===== src/clkPkg.sv =====
// Clock board shared types and codes
`default_nettype none

package clkPkg;

  localparam int BURST_W = 8;
  localparam int DIV_W = 3;

  typedef logic [2:0] diagSelT;
  // Bus bits 32 to 35, bit 3 carries bus bit 32
  typedef logic [3:0] busDataT;
  typedef logic [BURST_W-1:0] burstCountT;
  typedef logic [5:0] readWordT;
  typedef logic [1:0] timeFieldT;
  typedef logic [1:0] phaseCountT;

  // Select that touches no register
  localparam diagSelT RESET_SEL = 3'd0;

  // Control functions, decoded under diagCtlFunc
  localparam diagSelT FN_START = 3'd1;
  localparam diagSelT FN_SINGLE_STEP = 3'd2;
  localparam diagSelT FN_EBOX_SS = 3'd3;
  localparam diagSelT FN_COND_SS = 3'd4;
  localparam diagSelT FN_BURST = 3'd5;
  localparam diagSelT FN_CLR_RESET = 3'd6;
  localparam diagSelT FN_SET_RESET = 3'd7;

  // Load functions 042 to 047, decoded under diagLdFunc
  localparam diagSelT FN_LD042 = 3'd2;
  localparam diagSelT FN_LD043 = 3'd3;
  localparam diagSelT FN_LD044 = 3'd4;
  localparam diagSelT FN_LD045 = 3'd5;
  localparam diagSelT FN_LD046 = 3'd6;
  localparam diagSelT FN_LD047 = 3'd7;

  typedef struct packed {
    logic start;
    logic singleStep;
    logic eboxSs;
    logic condSs;
    logic burst;
    logic clrReset;
    logic setReset;
    logic ld042;
    logic ld043;
    logic ld044;
    logic ld045;
    logic ld046;
    logic ld047;
  } funcPulsesT;

  typedef struct packed {
    logic [1:0] sourceSel;
    logic [1:0] rateSel;
    logic crmDis;
    logic edpDis;
    logic ctlDis;
    logic fmParCheck;
    logic cramParCheck;
    logic dramParCheck;
    logic fsCheck;
    logic mboxCycleDis;
    logic respSim;
    logic arArxParCheck;
    logic errStopEn;
    logic go;
    logic burstMode;
    logic eboxSs;
    logic resetFF;
  } ctrlRegsT;

  typedef struct packed {
    logic pfDlydA;
    logic pfDlydB;
    logic force1777;
    logic sbrCall;
    logic instr1777;
    logic pageFailEn;
  } pageFailT;

  typedef enum logic [1:0] {
    IDLE,
    RUN,
    BURST,
    STEP
  } runStateT;

endpackage

`default_nettype wire


===== src/burstCounter.sv =====
// Burst down-counter
`default_nettype none

module burstCounter
  import clkPkg::*;
(
  input  wire logic       CLK,
  input  wire logic       rst,
  input  wire funcPulsesT funcs,
  input  wire busDataT    diagData,
  input  wire ctrlRegsT   ctrl,
  input  wire logic       gateTick,
  output burstCountT      count,
  output logic            burstZero
);

  logic countDown;

  assign burstZero = (count == '0);

  // Only ticks issued in burst mode use up the count
  assign countDown = ctrl.burstMode & gateTick & ~burstZero;

  always_ff @(posedge CLK) begin
    if (rst) begin
      count <= '0;
    end else begin
      // Nibble loads win over a tick in the same cycle
      if (funcs.ld042 || funcs.ld043) begin
        if (funcs.ld042) begin
          count[3:0] <= diagData;
        end
        if (funcs.ld043) begin
          count[7:4] <= diagData;
        end
      end else if (countDown) begin
        count <= count - 1'b1;
      end
    end
  end

endmodule

`default_nettype wire


===== src/clkBoard.sv =====
// Clock board top level
`default_nettype none

module clkBoard
  import clkPkg::*;
(
  input  wire logic      CLK,
  input  wire logic      rst,
  input  wire diagSelT   diagSel,
  input  wire busDataT   diagData,
  input  wire logic      diagCtlFunc,
  input  wire logic      diagLdFunc,
  input  wire logic      diagRead,
  input  wire timeFieldT timeField,
  input  wire logic      mboxWait,
  input  wire logic      mboxResp,
  input  wire logic      setPageFail,
  output readWordT       readData,
  output logic           readDrive,
  output logic           eboxTick,
  output logic           crmClk,
  output logic           edpClk,
  output logic           ctlClk,
  output logic           eboxCycAbort
);

  funcPulsesT funcPulses;
  ctrlRegsT ctrl;
  burstCountT count;
  logic burstZero;
  logic gateTick;
  runStateT runState;
  pageFailT pf;
  logic syncFlag;
  logic eboxClk;

  diagFuncDecode uDecode (
    .CLK(CLK), .rst(rst), .diagSel(diagSel), .diagCtlFunc(diagCtlFunc),
    .diagLdFunc(diagLdFunc), .funcs(funcPulses)
  );

  clkCtrlRegs uRegs (
    .CLK(CLK), .rst(rst), .funcs(funcPulses), .diagData(diagData), .ctrl(ctrl)
  );

  burstCounter uBurst (
    .CLK(CLK), .rst(rst), .funcs(funcPulses), .diagData(diagData), .ctrl(ctrl),
    .gateTick(gateTick), .count(count), .burstZero(burstZero)
  );

  clockGate uGate (
    .CLK(CLK), .rst(rst), .ctrl(ctrl), .funcs(funcPulses), .burstZero(burstZero),
    .gateTick(gateTick), .runState(runState)
  );

  eboxSync uSync (
    .CLK(CLK), .rst(rst), .ctrl(ctrl), .gateTick(gateTick), .mboxWait(mboxWait),
    .mboxResp(mboxResp), .setPageFail(setPageFail), .timeField(timeField),
    .eboxTick(eboxTick), .crmClk(crmClk), .edpClk(edpClk), .ctlClk(ctlClk),
    .eboxCycAbort(eboxCycAbort), .syncFlag(syncFlag), .eboxClk(eboxClk), .pf(pf)
  );

  diagReadback uReadback (
    .diagRead(diagRead), .diagSel(diagSel), .ctrl(ctrl), .count(count),
    .runState(runState), .syncFlag(syncFlag), .eboxClk(eboxClk), .pf(pf),
    .readData(readData), .readDrive(readDrive)
  );

endmodule

`default_nettype wire


===== src/clkCtrlRegs.sv =====
// Clock control registers
`default_nettype none

module clkCtrlRegs
  import clkPkg::*;
(
  input  wire logic       CLK,
  input  wire logic       rst,
  input  wire funcPulsesT funcs,
  input  wire busDataT    diagData,
  output ctrlRegsT        ctrl
);

  always_ff @(posedge CLK) begin
    if (rst) begin
      ctrl <= '0;
    end else begin
      // Function 044, source and rate select
      if (funcs.ld044) begin
        ctrl.sourceSel <= diagData[3:2];
        ctrl.rateSel <= diagData[1:0];
      end

      // Function 045, section disables in the low three bits
      if (funcs.ld045) begin
        ctrl.crmDis <= diagData[2];
        ctrl.edpDis <= diagData[1];
        ctrl.ctlDis <= diagData[0];
      end

      if (funcs.ld046) begin
        ctrl.fmParCheck <= diagData[3];
        ctrl.cramParCheck <= diagData[2];
        ctrl.dramParCheck <= diagData[1];
        ctrl.fsCheck <= diagData[0];
      end

      if (funcs.ld047) begin
        ctrl.mboxCycleDis <= diagData[3];
        ctrl.respSim <= diagData[2];
        ctrl.arArxParCheck <= diagData[1];
        ctrl.errStopEn <= diagData[0];
      end

      // Run modes are mutually exclusive
      if (funcs.start) begin
        ctrl.go <= 1'b1;
        ctrl.burstMode <= 1'b0;
        ctrl.eboxSs <= 1'b0;
      end else if (funcs.burst) begin
        ctrl.go <= 1'b0;
        ctrl.burstMode <= 1'b1;
        ctrl.eboxSs <= 1'b0;
      end else if (funcs.eboxSs) begin
        ctrl.go <= 1'b0;
        ctrl.burstMode <= 1'b0;
        ctrl.eboxSs <= 1'b1;
      end

      if (funcs.clrReset) begin
        ctrl.resetFF <= 1'b1;
      end else if (funcs.setReset) begin
        ctrl.resetFF <= 1'b0;
      end
    end
  end

endmodule

`default_nettype wire


===== src/clockGate.sv =====
// Rate divider and processor clock gate
`default_nettype none

module clockGate
  import clkPkg::*;
(
  input  wire logic       CLK,
  input  wire logic       rst,
  input  wire ctrlRegsT   ctrl,
  input  wire funcPulsesT funcs,
  input  wire logic       burstZero,
  output logic            gateTick,
  output runStateT        runState
);

  logic [DIV_W-1:0] divCount;
  logic [DIV_W-1:0] rateMask;
  logic ratePulse;
  logic tickSeen;

  // Spacing of 2 ** rateSel cycles
  always_comb begin
    case (ctrl.rateSel)
      2'd0: rateMask = 3'b000;
      2'd1: rateMask = 3'b001;
      2'd2: rateMask = 3'b011;
      default: rateMask = 3'b111;
    endcase
  end

  assign ratePulse = ((divCount & rateMask) == rateMask);

  always_comb begin
    case (runState)
      RUN: gateTick = ratePulse & ctrl.go;
      BURST: gateTick = ratePulse & ~burstZero;
      STEP: gateTick = ratePulse;
      default: gateTick = 1'b0;
    endcase
  end

  always_ff @(posedge CLK) begin
    if (rst) begin
      divCount <= '0;
      tickSeen <= 1'b0;
      runState <= IDLE;
    end else begin
      divCount <= divCount + 1'b1;

      // Stands in for the processor clock history on cond step
      if (gateTick && runState == STEP) begin
        tickSeen <= 1'b0;
      end else if (gateTick) begin
        tickSeen <= 1'b1;
      end

      case (runState)
        IDLE: begin
          if (ctrl.go) begin
            runState <= RUN;
          end else if (ctrl.burstMode && !burstZero) begin
            runState <= BURST;
          end else if (funcs.singleStep || (funcs.condSs && tickSeen)) begin
            runState <= STEP;
          end
        end
        RUN: if (!ctrl.go) runState <= IDLE;
        BURST: if (burstZero || !ctrl.burstMode) runState <= IDLE;
        STEP: if (ratePulse) runState <= IDLE;
        default: runState <= IDLE;
      endcase
    end
  end

endmodule

`default_nettype wire


===== src/diagFuncDecode.sv =====
// Diagnostic function decode
`default_nettype none

module diagFuncDecode
  import clkPkg::*;
(
  input  wire logic    CLK,
  input  wire logic    rst,
  input  wire diagSelT diagSel,
  input  wire logic    diagCtlFunc,
  input  wire logic    diagLdFunc,
  output funcPulsesT   funcs
);

  funcPulsesT decoded;

  always_comb begin
    decoded = '0;
    if (diagCtlFunc) begin
      case (diagSel)
        RESET_SEL: ;
        FN_START: decoded.start = 1'b1;
        FN_SINGLE_STEP: decoded.singleStep = 1'b1;
        FN_EBOX_SS: decoded.eboxSs = 1'b1;
        FN_COND_SS: decoded.condSs = 1'b1;
        FN_BURST: decoded.burst = 1'b1;
        FN_CLR_RESET: decoded.clrReset = 1'b1;
        FN_SET_RESET: decoded.setReset = 1'b1;
      endcase
    end
    // Load selects 0 and 1 have no function
    if (diagLdFunc) begin
      case (diagSel)
        FN_LD042: decoded.ld042 = 1'b1;
        FN_LD043: decoded.ld043 = 1'b1;
        FN_LD044: decoded.ld044 = 1'b1;
        FN_LD045: decoded.ld045 = 1'b1;
        FN_LD046: decoded.ld046 = 1'b1;
        FN_LD047: decoded.ld047 = 1'b1;
        default: ;
      endcase
    end
  end

  // One strobe cycle gives one pulse cycle
  always_ff @(posedge CLK) begin
    if (rst) begin
      funcs <= '0;
    end else begin
      funcs <= decoded;
    end
  end

endmodule

`default_nettype wire


===== src/diagReadback.sv =====
// Diagnostic readback mux
`default_nettype none

module diagReadback
  import clkPkg::*;
(
  input  wire logic       diagRead,
  input  wire diagSelT    diagSel,
  input  wire ctrlRegsT   ctrl,
  input  wire burstCountT count,
  input  wire runStateT   runState,
  input  wire logic       syncFlag,
  input  wire logic       eboxClk,
  input  wire pageFailT   pf,
  output readWordT        readData,
  output logic            readDrive
);

  logic pageError;
  logic running;

  assign pageError = pf.pageFailEn | pf.instr1777;
  // Stands in for the clock-on level in word 0
  assign running = (runState != IDLE);

  assign readDrive = diagRead;

  // Word layout follows the board, dropped bits read as zero
  always_comb begin
    readData = '0;
    if (diagRead) begin
      case (diagSel)
        3'd0: readData = {running, 1'b0, pf.instr1777, 1'b0, count[7:6]};
        3'd1: readData = count[5:0];
        3'd2: readData = {1'b0, ~ctrl.go, 1'b0, syncFlag, pf.pageFailEn, pf.force1777};
        3'd3: readData = {1'b0, ~ctrl.burstMode, 1'b0, ~eboxClk, pageError, pf.instr1777};
        3'd4: readData = {1'b0, ~ctrl.eboxSs, ctrl.sourceSel[1], 1'b0,
                          ~ctrl.fmParCheck, ctrl.mboxCycleDis};
        3'd5: readData = {1'b0, 1'b0, ctrl.sourceSel[0], ctrl.crmDis,
                          ~ctrl.cramParCheck, ~ctrl.respSim};
        3'd6: readData = {1'b0, 1'b0, ctrl.rateSel[1], ctrl.edpDis,
                          ~ctrl.dramParCheck, ~ctrl.arArxParCheck};
        // Top bit is the inverted error level, always clear here
        default: readData = {1'b1, 1'b0, ctrl.rateSel[0], ctrl.ctlDis,
                             ~ctrl.fsCheck, ~ctrl.errStopEn};
      endcase
    end
  end

endmodule

`default_nettype wire


===== src/eboxSync.sv =====
// Phase sync, section clocks and page fail
`default_nettype none

module eboxSync
  import clkPkg::*;
(
  input  wire logic      CLK,
  input  wire logic      rst,
  input  wire ctrlRegsT  ctrl,
  input  wire logic      gateTick,
  input  wire logic      mboxWait,
  input  wire logic      mboxResp,
  input  wire logic      setPageFail,
  input  wire timeFieldT timeField,
  output logic           eboxTick,
  output logic           crmClk,
  output logic           edpClk,
  output logic           ctlClk,
  output logic           eboxCycAbort,
  output logic           syncFlag,
  output logic           eboxClk,
  output pageFailT       pf
);

  phaseCountT phase;
  logic syncFound;
  logic stall;
  logic eboxSrcEn;
  logic chainBusy;
  logic pageFail;

  // Single step mode ignores the time field
  assign syncFound = (phase == timeField) | ctrl.eboxSs;
  assign stall = mboxWait & ~(mboxResp | ctrl.respSim);
  assign eboxSrcEn = gateTick & syncFound & ~stall & ~ctrl.resetFF;

  // Ticks are held off until the chain reaches the sbrCall stage
  assign chainBusy = pf.pfDlydA | pf.pfDlydB | pf.force1777;
  assign pageFail = setPageFail & eboxSrcEn & ~chainBusy & ~pf.sbrCall;
  assign eboxTick = eboxSrcEn & ~pageFail & ~chainBusy;

  assign crmClk = eboxTick & ~ctrl.crmDis;
  assign edpClk = eboxTick & ~ctrl.edpDis;
  assign ctlClk = eboxTick & ~ctrl.ctlDis;
  assign eboxCycAbort = pageFail | pf.pfDlydB;

  always_ff @(posedge CLK) begin
    if (rst) begin
      phase <= '0;
      syncFlag <= 1'b0;
      eboxClk <= 1'b0;
      pf <= '0;
    end else begin
      syncFlag <= syncFound;
      eboxClk <= eboxTick;

      // Phase restarts on each processor tick
      if (gateTick) begin
        phase <= eboxTick ? phaseCountT'(0) : phase + 2'd1;
        pf.pfDlydA <= pageFail;
        pf.pfDlydB <= pf.pfDlydA;
        pf.force1777 <= pf.pfDlydB;
      end

      if (gateTick && pf.force1777) begin
        pf.sbrCall <= 1'b1;
      end else if (eboxTick) begin
        pf.sbrCall <= 1'b0;
      end

      // Trap tick sets it, the next plain tick clears it
      if (eboxTick) begin
        pf.instr1777 <= pf.sbrCall;
      end

      if (pageFail) begin
        pf.pageFailEn <= 1'b1;
      end else if (eboxTick && pf.sbrCall) begin
        pf.pageFailEn <= 1'b0;
      end
    end
  end

endmodule

`default_nettype wire


===== config.mk =====
export PLATFORM = sky130hd
export DESIGN_NAME = clkBoard
export DESIGN_NICKNAME = d
export VERILOG_FILES = /design/src/clkPkg.sv /design/src/burstCounter.sv /design/src/clkBoard.sv /design/src/clkCtrlRegs.sv /design/src/clockGate.sv /design/src/diagFuncDecode.sv /design/src/diagReadback.sv /design/src/eboxSync.sv
export SDC_FILE = /design/constraint.sdc
export NUM_CORES = 1
export LEC_CHECK = 0
export BUFFER_PORTS_ARGS = -buffer_cell sky130_fd_sc_hd__clkbuf_2
export CORE_MARGIN = 3
export CORE_UTILIZATION = 58
export CTS_CLUSTER_DIAMETER = 40
export CTS_CLUSTER_SIZE = 28
export DETAILED_ROUTE_END_ITERATION = 10
export HOLD_SLACK_MARGIN = 0.06
export PLACE_DENSITY_LB_ADDON = 0.2
export SKIP_LAST_GASP = 1
export SYNTH_ARGS = -nofsm -noshare
export SYNTH_HDL_FRONTEND = slang
export SYNTH_SLANG_ARGS = --single-unit

===== constraint.sdc =====
create_clock -name CLK -period 2.65 [get_ports CLK]
set_clock_uncertainty 0.15 [all_clocks]
set_input_delay 0.265 -clock CLK [delete_from_list [all_inputs] [get_ports CLK]]
set_output_delay 0.265 -clock CLK [all_outputs]
set_load 0.02 [all_outputs]

==> results of run 1 <==
==> flip-flops by register name, summed over array words and instances, names as in the netlist <==
signal,cells
uGate.tickSeen,1
uBurst.count,8
uRegs.ctrl,19
uSync.syncFlag,1
uGate.runState,2
uSync.pf,6
uGate.divCount,3
uSync.phase,2
uDecode.funcs,13
uSync.eboxClk,1
==> metrics by stage <==
stage                     hold slack (ns)  total power, mW
after floorplan                    0.2618            1.220
after global placement             0.2757            1.318
after detailed placement           0.2873            1.326
after CTS                         0.08871            1.808
after global routing              0.09947            1.942
final                             0.09531            1.841
==> critical path: stages (launching register included) <==
cell      delay [ns]
dfxtp_2         0.35
inv_2           0.05
ha_4            0.15
or4b_4          0.21
o211ai_1        0.08
a2111o_1        0.49
nand3b_1        0.30
nor2_1          0.14
buf_4           0.15
==> placed cells by master, fill, tap and decap left out, types with 5 or more instances in the layout <==
cell and n:
a31oi_1 8, o211ai_1 7, nand2_1 22, o21ai_0 11, nor3_1 5, buf_4 18
nand3_1 7, inv_1 16, a211oi_1 5, clkbuf_2 23, a21oi_1 12, nor2_1 54
clkbuf_8 6, dfxtp_1 52, nand3b_1 5, mux2i_1 24, nand2b_1 5, nor2b_1 7
==> per-layer routing <==
| layer | track usage, % | vias up |
|---|---|---|
| li1 | - | 1227 |
| met1 | 34.26 | 1169 |
| met2 | 41.54 | 57 |
| met3 | 5.277 | 11 |
| met4 | 9.126 | 0 |
| met5 | 0 | - |
==> cell families (layout without fill, tap and decap cells) <==
| logic type | after synthesis | after routing | share of synthesized area (%) |
|---|---|---|---|
| simple gates | 135 | 135 | 24.66 |
| compound gates | 67 | 67 | 16.63 |
| flops | 56 | 56 | 39.73 |
| buf+inv | 38 | 69 | 5.365 |
| mux | 26 | 26 | 9.712 |
| fa+ha+maj | 6 | 6 | 2.661 |
| xor+xnor | 4 | 4 | 1.242 |
==> what timing repair did <==
action	in CTS	in global routing
setup endpoints to repair	5	5
endpoints found under the hold margin	0	0
buffers inserted	4	1
pin swaps	6	5
gates resized for setup	11	8
==> path summary, 6_finish.rpt <==
path / depth (start not counted) / start / endpoint / slack [ns]
setup / recovery: 8 / uBurst.count[1] / edpClk / -0.006
hold / removal: 3 / diagLdFunc / uDecode.funcs[4] / 0.1
setup reg to reg: 8 / uBurst.count[1] / uSync.pf[1] / 0.27
hold reg to reg: 2 / uDecode.funcs[7] / uRegs.ctrl[0] / 0.30
==> cell type report <==
| type | count | area [um^2] | share of cell area [%] |
|---|---|---|---|
| clock buffer | 8 | 90.09 | 2.810 |
| inverter | 18 | 67.56 | 2.108 |
| multi-input combinational | 238 | 1574 | 49.10 |
| sequential | 56 | 1126 | 35.13 |
| tap | 65 | 81.33 | 2.537 |
| timing repair buffer | 43 | 266.5 | 8.314 |
==> power by group through the flow <==
stage | Sequential (mW) | Clock [mW] | Combinational [mW]
after floorplan | 0.918 | 0 | 0.303
after global placement | 0.924 | 0 | 0.394
after detailed placement | 0.926 | 0 | 0.400
after CTS | 0.908 | 0.475 | 0.425
after global routing | 0.913 | 0.516 | 0.513
final | 0.908 | 0.471 | 0.462
==> run metrics, run 1 <==
Synth Cell Area 0.002821 mm^2; vias in the first global route between 2000 and 2500; Commonest cells post-synth dfxtp_1, nor2_1, mux2i_1; Synth top area share 39.73%; pre-CTS setup slack 0.1582 ns; max-cap violations 0; DRT iter0 DRCs 200; Net Sw Frac 29.03%; gr usage total 25.80%; synthesized flop and latch total 56; min Tclk post-route 2.656 ns; crit path kind reg -> out; DRT Pass-1 Iters 4; H-Tree Depth 2; Clk pwr share 25.6%; final setup fails 3; CTS Root Cell clkbuf_8; Synth async-reset ratio 0%; GP Congestion 0.9425; row count 24; via count approximately 2500; Layout Cells excl Fill 428; Hold WC Path Type in -> reg; DRC 0; Final Max Tran Viols 0; chip width 75.75 um; outcome complete, but fails checks; Yosys warning count 0; initial antenna violation count 0; Internal Dissipation 1.307 mW; Starting Density 62.22%; crit path max fanout 5; Pwr per Cell Area ~570 mW/mm^2; I/O pins 29; PortBufs 28; worst-skew pair later-pin latency about 0.31 ns; Fmax 376.5 MHz; Metal-1 WL 2.992 mm; Nets approximately 390; Num CTS Buffers 5; fin worst setup slack -0.005739 ns; sequential area share after synthesis 39.73%; largest net degree at the start of global routing 27; Setup crit start kind flop; Area contributors post-synth dfxtp_1, mux2i_1, nor2_1; Routed met3 length 288 um; combinational share of power 25.1%; sequential power share 49.3%; CP Capture Type output port; Worst VDD drop 405.4 uV; Worst EP arrival ~2.2 ns; Routed WL per cell about 16 um; Clock Path Buffers 2; switching pwr 0.5346 mW; antenna cells 0; slew margin rel. 64.77%; Clock Sink Count between 50 and 60; Core Area 0.004534 mm^2; CTS Hold Bufs 0; Slew @ Worst Pin between 0.5 and 0.6 ns; Clock transition at path regs ~0.1 ns; Final ANT Viol Nets 0; Post-synth top flop dfxtp_1; failing checks negative setup slack; Synth Instances 332; Mapped Nets 355; global-route wire length before repair 11.15 mm; Synth cell types 61; global route total overflow 0; placed cell count 415; Avg Inst Size Synth roughly 8.5 um^2; Fin Setup TNS -0.01399 ns; Fin. Hold Viols 0; period utilization 100.2%; Static Leakage 1.263 nW; Post-synth EDFFs 0; RSZ-0062 raised after global routing true; drt via density 5.757; Die ar. 0.005737 mm^2; chip height 75.75 um; leading area contributor after synthesis dfxtp_1; routed wl met2 3.322 mm; synth-to-layout area growth 13.61%; share of layout cells above drive strength 1 20.11%; Layout Utilization between 70% and 80%; Area after DPL roughly 0.0030 mm^2; most common cell in the netlist dfxtp_1; worst endpoint required time 2.24 ns; final wirelength 6.739 mm; Final HPWL DP 4.877 mm; Fill cells 374; TritonCTS clock tree built; Design Area, Final 0.003206 mm^2; top routing layer in use met4
Power figures use the tool's default switching activity.
==> inputs of run 2 (changes only) <==
--- a/config.mk
+++ b/config.mk
@@ -9,3 +9,3 @@
 export CORE_MARGIN = 3
-export CORE_UTILIZATION = 58
+export CORE_UTILIZATION = 29
 export CTS_CLUSTER_DIAMETER = 40
--- a/constraint.sdc
+++ b/constraint.sdc
@@ -4,2 +4,2 @@
 set_output_delay 0.265 -clock CLK [all_outputs]
-set_load 0.02 [all_outputs]
+set_load 0.01 [all_outputs]
==> run metrics, run 2 (synthesized netlist as in run 1, its figures left out) <==
Pwr per Cell Area 595.6 mW/mm^2; CP Capture Type output port; largest registers uRegs.ctrl x19, uDecode.funcs x13, uBurst.count x8; row count 35; Fin. Hold Viols 0; crit path kind reg -> out; final setup fails 5; commonest non-fill, non-tap cell in the layout nor2_1; Final HPWL DP 5.512 mm; most frequent cells in the layout nor2_1, dfxtp_1, clkbuf_2; outcome complete, but fails checks; DRT iter0 DRCs 135; Static Leakage 1.304 nW; worst-skew pair later-pin latency 0.31 ns; initial antenna violation count 0; share of layout cells above drive strength 1 22.28%; worst endpoint required time 2.24 ns; max-cap violations 0; Cell Chain, Critical Path inv_2 -> ha_4 -> or4b_4 -> o211ai_1 -> a2111o_1 -> buf_4 -> nor2b_2 -> a21o_2 -> clkbuf_2; Final ANT Viol Nets 0; chip height 104.6 um; Area after DPL between 0.003 and 0.004 mm^2; Clock Sink Count 56; crit path to eboxCycAbort; Layout Utilization 36.08%; Fmax 373.5 MHz; Die ar. 0.01095 mm^2; Starting Density 30.25%; worst stage delay on the critical path between 0.4 and 0.5 ns; Fin Setup TNS -0.07661 ns; Clock transition at path regs approximately 0.11 ns; gr usage total approximately 14%; FF-to-FF End uGate.runState[1]; Routed met3 length between 150 and 200 um; drt via density 5.020; routed wl met2 3.593 mm; Final Max Tran Viols 0; TritonCTS clock tree built; Worst VDD drop 183.7 uV; Largest Register uRegs.ctrl; failing checks negative setup slack; largest net degree at the start of global routing 26; synth-to-layout area growth 19.29%; PortBufs 28; GP Congestion 0.8207; vias in the first global route 2507; Worst EP arrival 2.26 ns; H-Tree Depth 2; top routing layer in use met4; CTS Root Cell clkbuf_8; Slew @ Worst Pin about 0.58 ns; global-route wire length before repair 12.84 mm; DRC 0; Total Power 2.005 mW; fin worst setup slack -0.02764 ns; RSZ-0062 raised after global routing true; crit path max fanout 5; period utilization 101.0%; Num CTS Buffers 5; Nets 390; via count 2495; Clock Path Buffers 2; r2r startpoint uBurst.count[1]; final wirelength 7.674 mm; antenna cells 0; Setup crit start kind flop; chip width 104.6 um; worst reg2reg setup slack 0.16 ns; Hold WC Path Type in -> reg; max reg flops 19; Slowest-stage cell, CP or4b_4; min Tclk post-route 2.678 ns; Metal-1 WL between 3 and 4 mm; Core Area 0.009328 mm^2; Design Area, Final 0.003366 mm^2; DRT Pass-1 Iters 4; Critical Path Start uBurst.count[1]; Routed WL per cell 15.44 um; global route total overflow 0; worst-case reg-to-reg path depth 8; I/O pins 29; slew margin rel. slightly above 60%
==> run 2: cell count changes in the layout (fill, tap and decap cells not counted), sizes merged <==
cell	previous run	this run
bufinv	0	1
buf	20	21
clkbuf	31	34
==> run 2: layout make-up <==
type                            instances  area (um^2)
Inverter                               18        67.56
Sequential cell                        56         1129
Clock buffer                            7        96.34
Clock inverter                          1        30.03
Timing Repair Buffer                   48        302.8
Tap cell                              129        161.4
Fill cell                             971         5962
Multi-Input combinational cell        238         1579
==> run 2: how the worst min path moves through the flow <==
stage,start,endpoint,slack (ns),cells past startpoint
after global routing,diagLdFunc,uDecode.funcs[0],0.09,2
after global placement,uDecode.funcs[7],uRegs.ctrl[0],0.28,2
final,diagLdFunc,uDecode.funcs[0],0.1,2
after CTS,diagLdFunc,uDecode.funcs[0],0.09,2
after detailed placement,uDecode.funcs[7],uRegs.ctrl[0],0.29,2
after floorplan,diagData[1],uRegs.ctrl[9],0.26,2
==> run 2: where the power goes <==
part,internal [mW],switching (mW)
sequential,0.879,0.0283
combinational,0.229,0.256
clock,0.334,0.278
total,1.44,0.562
==> run 2: worst max-delay path, delay by kind of cell, from the launching register on <==
kind | cells | cell delay (ns)
flip-flops | 1 | 0.36
AND/OR/NAND/NOR | 2 | 0.50
adder cells (fa/ha/maj) | 1 | 0.12
AO/OA/AOI/OAI | 3 | 0.65
buffers and inverters | 3 | 0.32
==> run 2: what timing repair did <==
action / CTS / global route
hold buffers: 0 / 0
resized for setup: 11 / 2
hold endpoints to repair: 0 / 0
endpoints found under the setup margin: 5 / 5
pin swaps: 4 / 1
buffers inserted: 6 / 2
==> run 2: per-layer routing <==
layer,GRT usage [%],vias to the layer above
met1,18.77,1185
li1,-,1243
met5,0,-
met4,7.123,0
met3,2.038,15
met2,23.43,52
==> run 2: through the flow <==
stage	hold slack (ns)	worst slack [ns]	instances
finish	0.09796	-0.02764	497
global route	0.08865	-0.1780	497
global placement	0.2818	0.1858	481
CTS	0.08695	-0.05572	495
detailed placement	0.2890	0.1026	481
floorplan	0.2618	0.2511	332
